File: src/gpio_cfg.svh
// Pad count, board pin index map and register word addresses, included by RTL and testbench
`ifndef GPIO_CFG_SVH
`define GPIO_CFG_SVH

// Number of GPIO pads on the board
`define GPIO_N_PADS 12

// Pin index map, one bit of the pad vector per named pin
`define PIN_LED        0
`define PIN_UART_TX    1
`define PIN_UART_RX    2
`define PIN_FLASH_MISO 3
`define PIN_FLASH_MOSI 4
`define PIN_FLASH_SCLK 5
`define PIN_FLASH_CS   6
`define PIN_DPAD_U     7
`define PIN_DPAD_D     8
`define PIN_DPAD_L     9
`define PIN_DPAD_R     10
`define PIN_BTN_A      11

// Register word addresses
// Sized to match the 4-bit bus address
`define GPIO_ADDR_OUT     4'd0
`define GPIO_ADDR_OE      4'd1
`define GPIO_ADDR_IN      4'd2
`define GPIO_ADDR_OUT_SET 4'd3
`define GPIO_ADDR_OUT_CLR 4'd4
`define GPIO_ADDR_OUT_TOG 4'd5
`define GPIO_ADDR_OE_SET  4'd6
`define GPIO_ADDR_OE_CLR  4'd7

// Addresses 8 to 15 are unmapped

`endif

File: src/gpio_pkg.sv
// Shared types of the GPIO subsystem, imported by every module that needs them
`default_nettype none

`include "gpio_cfg.svh"

package gpio_pkg;

	// One bit per pad, indexed by the PIN_ map
	typedef logic [`GPIO_N_PADS-1:0] pad_vec_t;

	// Bus data word, pad bits sit in the low bits
	typedef logic [15:0] reg_word_t;

	// Register word address
	typedef logic [3:0] reg_addr_t;

	// Register operation produced by the decoder
	typedef enum logic [2:0] {
		OP_NONE,
		OP_OUT_WRITE,
		OP_OE_WRITE,
		OP_OUT_SET,
		OP_OUT_CLR,
		OP_OUT_TOG,
		OP_OE_SET,
		OP_OE_CLR
	} reg_op_t;

endpackage

`default_nettype wire

File: src/gpio_regs.sv
// GPIO register block, keeps OUT and OE, synchronizes pad inputs and returns bus read data
`default_nettype none
`timescale 1ns/10ps

`include "gpio_cfg.svh"

module gpio_regs
	import gpio_pkg::*;
(
	input  wire       clk_sys,
	input  wire       reset,

	input  reg_op_t   op,
	input  reg_word_t bus_wdata,
	input  wire       rd_en,
	input  reg_addr_t rd_sel,

	input  pad_vec_t  pad_in,
	output pad_vec_t  pad_out,
	output pad_vec_t  pad_oe,

	output reg_word_t bus_rdata
);

pad_vec_t out_q;
pad_vec_t oe_q;
pad_vec_t wr_bits;

// Two-flop synchronizer for the asynchronous pin levels
pad_vec_t in_meta;
pad_vec_t in_sync;

reg_word_t rd_word;

// Only the low bits of the bus word map onto pads
assign wr_bits = bus_wdata[`GPIO_N_PADS-1:0];

// OUT register
always_ff @(posedge clk_sys) begin
	if (reset) begin
		out_q <= '0;
	end else begin
		case (op)
			OP_OUT_WRITE: out_q <= wr_bits;
			OP_OUT_SET:   out_q <= out_q | wr_bits;
			OP_OUT_CLR:   out_q <= out_q & ~wr_bits;
			OP_OUT_TOG:   out_q <= out_q ^ wr_bits;
			default:      out_q <= out_q;
		endcase
	end
end

// OE register, no toggle operation here
always_ff @(posedge clk_sys) begin
	if (reset) begin
		oe_q <= '0;
	end else begin
		case (op)
			OP_OE_WRITE: oe_q <= wr_bits;
			OP_OE_SET:   oe_q <= oe_q | wr_bits;
			OP_OE_CLR:   oe_q <= oe_q & ~wr_bits;
			default:     oe_q <= oe_q;
		endcase
	end
end

assign pad_out = out_q;
assign pad_oe = oe_q;

// Input synchronizer
// New pin level shows in IN two edges after it changes
always_ff @(posedge clk_sys) begin
	in_meta <= pad_in;
	in_sync <= in_meta;
end

// Read select, the set/clear/toggle addresses are write-only
always_comb begin
	case (rd_sel)
		`GPIO_ADDR_OUT: rd_word = reg_word_t'(out_q);
		`GPIO_ADDR_OE:  rd_word = reg_word_t'(oe_q);
		`GPIO_ADDR_IN:  rd_word = reg_word_t'(in_sync);
		default:        rd_word = '0;
	endcase
end

// Read data holds until the next read strobe
always_ff @(posedge clk_sys) begin
	if (reset) begin
		bus_rdata <= '0;
	end else if (rd_en) begin
		bus_rdata <= rd_word;
	end
end

// All pads come out of reset released
a_oe_clear_after_reset: assert property (
	@(posedge clk_sys)
	reset |=> (pad_oe == '0)
) else $error("pad_oe not cleared after reset");

endmodule

`default_nettype wire

File: config.mk
export PLATFORM = sky130hd
export DESIGN_NAME = gpio_regs
export DESIGN_NICKNAME = d
export VERILOG_FILES = /design/src/gpio_pkg.sv /design/src/gpio_regs.sv
export VERILOG_INCLUDE_DIRS = /design/src
export SDC_FILE = /design/constraint.sdc
export NUM_CORES = 1
export LEC_CHECK = 0
export ABC_AREA = 0
export BUFFER_PORTS_ARGS = -buffer_cell sky130_fd_sc_hd__buf_2
export CAP_MARGIN = 20
export CORE_MARGIN = 1
export CORE_UTILIZATION = 48
export CTS_CLUSTER_SIZE = 8
export DETAILED_ROUTE_END_ITERATION = 6
export GPL_ROUTABILITY_DRIVEN = 0
export HOLD_SLACK_MARGIN = 0.08
export MAX_ROUTING_LAYER = met4
export PLACE_DENSITY_LB_ADDON = 0.12
export SYNTH_ARGS = -nofsm -noshare
export SYNTH_HDL_FRONTEND = slang
export SYNTH_SLANG_ARGS = --single-unit
export TNS_END_PERCENT = 10
File: constraint.sdc
create_clock -name clk_sys -period 1.5 [get_ports clk_sys]
set_clock_uncertainty 0.2 [all_clocks]
set_input_delay 0.15 -clock clk_sys [delete_from_list [all_inputs] [get_ports clk_sys]]
set_output_delay 0.15 -clock clk_sys [all_outputs]
set_load 0.005 [all_outputs]
Yosys cells after proc, flatten, opt, wreduce, memory -nomap -nowiden. Cells that the tools add are included. Widths: inputs -> output; s select.

Register bits after elaboration: 64. Latch bits: 0. RAM bits: 0. ROM bits: 0. Input port bits: 38. Output and inout port bits: 40. Word-level logic and storage cells: 26. Memories: 0.

Add/subtract/negate cells: 0. Multiply operators: 0. Div/mod/pow operators: 0. Order comparisons: 0. Equality and inequality tests: 9. Shift operators: 0. Mux-type cells: 3. Bitwise gates (word level): 6. Reduce and logical (&&, ||, !) cells: 3.

Operators with widths (number): $pmux 12 s3 (2); $pmux 12 s4 (1); $and 12x12->12 (2); $or 12x12->12 (2); $eq 3x3->1 const B (4); $not 12->12 (1); $xor 12x12->12 (1); $eq 3x2->1 const B (2); $eq 4x1->1 const B (1); $eq 4x2->1 const B (1); $logic_not 4->1 (1); $reduce_bool 4->1 (1); $eq 3x1->1 const B (1); $reduce_bool 3->1 (1).

Logic depth before layout (Yosys ltp).
Depth in word-level cells: 3. Mapped depth: 5. Depth with buffers taken out: 5.

Worst setup path after synthesis. No wires, ideal clock.

Kind: reg2reg. Start point: register out_q[11] (netlist: pad_out[11]). End point: register out_q[11] (netlist: pad_out[11]). Setup time: 0.139 ns. Arrival: 1.280 ns. Data required time: 1.161 ns. Path slack: -0.119 ns. Cell stages (with the launch flop): 6. Path buffers: 0. Clock period less this slack: 1.619 ns. Cells stage by stage: dfxtp_1 > inv_1 > ha_1 > or3b_2 > o221ai_1 > a221oi_1.

Longest elaborated chain between the ends: 2. Elaborated cells between the ends (all ways): 4. Classes of those cells: 1 x mux; 3 x bitwise.

Ends and longest elaborated chain: start, declared (RTL line gpio_regs.sv:25) `pad_vec_t out_q;`; start signal, assigned (RTL line gpio_regs.sv:44) `OP_OUT_WRITE: out_q <= wr_bits;`; start signal, assigned (RTL line gpio_regs.sv:45) `OP_OUT_SET: out_q <= out_q | wr_bits;`; start signal, assigned (RTL line gpio_regs.sv:46) `OP_OUT_CLR: out_q <= out_q & ~wr_bits;`; $xor 12x12->12, or another cell as far along (RTL line gpio_regs.sv:47) `OP_OUT_TOG: out_q <= out_q ^ wr_bits;`; $pmux 12 s4 (*) (RTL line gpio_regs.sv:43) `case (op)`.

Every way passes the cells marked *; elsewhere a longest branch is shown, timed or not. A chain may end at the register's enable or synchronous reset.

Worst setup path after layout.
Start point: register out_q[8] (netlist: pad_out[8]). End point: register out_q[8] (netlist: pad_out[8]).

Same word-level chain as after synthesis.

==> out/metrics.yaml <==
clock_tree:
  clk_latency_ps: 330
  cts_tree: "yes"
  clock_path_buffers: 2
  numCtsBuffers: 9
  clkSinkCount: 60
  root_buffer: "clkbuf_8"
  ctsHoldBuffers: 24
  h-tree-depth: 3
  cts_setup_buffers: 0
  cts.clk_slew.worst_paths_ps: 70
sta:
  fin_crit_ps: 1510
  fmax_mhz: 664
  grt_setup_unrepaired: "true"
  relSlewSlack_pct: 50.4
  final-setup-viol-count: 1
  final_max_slew_viol_count: 0
  whs_ps: -151
  post-route-period-util_pct: 100
  final.setup.worst_slack_ps: -5.97
  tns_ps: -5.97
  worst_pin_slew_ps: 741
  finalHoldViolations: 1
placed_design:
  dp_hpwl_um: 5460
  postPlaceCellArea_mm2: 0.00371
  place_ws_ps: -72.6
  dp_cells: 484
  portBuffers: 69
route:
  vias: 2819
  drt_iter0_drc: 141
  post_drt_wl_per_cell_um: 15.3
  ant_nets: 0
  wl_um: 7980
  viasPerCell: 5.39
  drt_pass1_iterations: 4
  drc: 0
power:
  comb_power_share_pct: 18.2
  switchingPower_mw: 1.03
  seq_power_share_pct: 40.6
  internal-power_mw: 3.22
  leakage_nw: 2.00
  fin_total_pwr_mw: 4.25
  switching_share_pct: 24.3
  p_clk_share_pct: 41.2
  vdd_drop_max_mv: 1.24
  power_density_mw_per_mm2: 985
setup_path:
  worstSetupEndpointType: "register"
  r2r-end: "pad_out[8]"
  reg2reg_setup_slack_ps: -6
  arrival_ps: 1510
  reg2regPathDepth: 5
  worst-setup-path-type: "register to register"
  cp_max_fo: 2
  cp-start-kind: "register"
  r2r_start: "pad_out[8]"
  cp.required_ps: 1500
logic_synthesis:
  yosysTopAreaCell: "dfxtp_1"
  ys_top_cells_by_area: "dfxtp_1 40%, ha_1 10%, nor2b_1 5.2%"
  synthFlopType: "dfxtp_1"
  synthCells: 314
  ys_ff_latch: 60
  netlist.area_leader.share_pct: 40.2
  synth-edff-count: 0
  synthArstFlopShare_pct: 0
  synth.distinct_cells: 40
  yosys_warnings: 0
  syn_area_per_cell_um2: 9.52
  yosysSeqAreaShare_pct: 40.2
  syn-cell-area_mm2: 0.00299
worst_hold_path:
  hold_depth: 2
  hold_end: "bus_rdata[5]"
  hp-class: "input pin to register"
  hold_start: "rd_en"
final_layout:
  fill_cells: 445
  final_core_util_pct: 72.5
  final_cells: 523
  final_cell_area_mm2: 0.00432
  final_cell_mix: "69 x buf_2, 50 x dfxtp_1, 47 x buf_4, 25 x nor2b_1, 24 x dlygate4sd3_1"
  drive_above_1_share_pct: 38.6
  layout_commonest_cell: "buf_2"
  n_antenna_cell: 0
  final_net_count: 506
  syn2layout_area_growth_pct: 44.4
global_routing:
  grt_max_degree: 31
  met2_usage_pct: 43.9
  busiest_layer: "met2"
  grt-ovfl-total: 0
  antenna_found_initial: 0
  use_met1_pct: 30.3
  grt_pass1_vias: 2663
  use_met3_pct: 5.62
  grt_pass1_wl_um: 12500
  track_usage_pct: 26.0
floorplanning:
  start_util_pct: 50.2
  num_rows: 28
  die_area_mm2: 0.00654
  die_h_um: 80.9
  ioPinCount: 78
  coreArea_mm2: 0.00596
  die-width_um: 80.9
run_status:
  outcome: "finished, violations left"
  violations: "hold timing, setup timing"
flow_run:
  maxCapViolCount: 0
==> power by group through the flow <==
stage / Combinational (mW) / Sequential, mW / Clock, mW
2_1_floorplan: 0.350 / 1.76 / 0
3_3_place_gp: 0.647 / 1.75 / 0
3_5_place_dp: 0.669 / 1.75 / 0
4_1_cts: 0.734 / 1.72 / 1.77
5_1_grt: 0.855 / 1.73 / 1.84
6_report: 0.776 / 1.72 / 1.75
==> registers in the layout, summed over array words and instances (netlist names) <==
signal     flops
bus_rdata     12
in_meta       12
in_sync       12
pad_oe        12
pad_out       12
==> worst max-delay path, stage by stage (launching register included) <==
cell      delay, ps
dfxtp_2         340
inv_2            40
ha_1            260
or3b_1          350
o221ai_1         80
a221oi_1        110
==> metal layers <==
layer	vias up	part of all wire, %
met3	8	4.2
met2	80	51
li1	1378	-
met1	1353	44
met5	-	0
met4	0	1.3
==> how the worst max path moves through the flow <==
stage / start / endpoint / cells past startpoint
2_1_floorplan: pad_out[10] / pad_out[10] / 5
3_3_place_gp: rd_sel[3] / bus_rdata[6] / 4
3_5_place_dp: rd_sel[3] / bus_rdata[2] / 4
4_1_cts: pad_out[1] / pad_out[1] / 5
5_1_grt: pad_out[8] / pad_out[8] / 5
6_report: pad_out[8] / pad_out[8] / 5
==> area by class of cell <==
cell class | instances | area (um2) | area share (%)
multi-input combinational | 205 | 1690 | 39.3
clock inverter | 5 | 100 | 2.32
inverter | 26 | 97.6 | 2.26
sequential | 60 | 1210 | 28.1
tap | 75 | 93.8 | 2.17
timing repair buffer | 142 | 978 | 22.7
clock buffer | 10 | 138 | 3.19
==> cells in the mapped netlist, types with 3 or more instances <==
master     count
o21ai_1       21
dfxtp_1       60
nor2b_1       25
buf_6          4
mux2_1         9
buf_4          4
ha_1          24
o31ai_1        6
o32ai_1        3
o221ai_1      10
buf_2          7
inv_1         25
mux2i_1        3
nand3_1       10
a221oi_1      10
nand2_1       20
o21ba_1        6
a22oi_1        9
a2bb2oi_1      3
or3b_1         8
or3b_2         3
clkbuf_1      10
a21oi_1       12
==> logic make-up after synthesis <==
group	count (synthesis)	synth area share [%]
buffers and inverters	52	8.33
flip-flops	60	40.2
multiplexers	12	4.40
adder cells (fa/ha/maj)	24	10.1
AO/OA/AOI/OAI	88	20.9
AND/OR/NAND/NOR	77	16.0
other	1	0.126
==> repair_timing <==
item / in CTS / in global routing
resized for setup: 9 / 18
endpoints found under the hold margin: 40 / 1
setup endpoints to repair: 7 / 11
pin swaps: 10 / 12
Power figures use the tool's default switching activity.
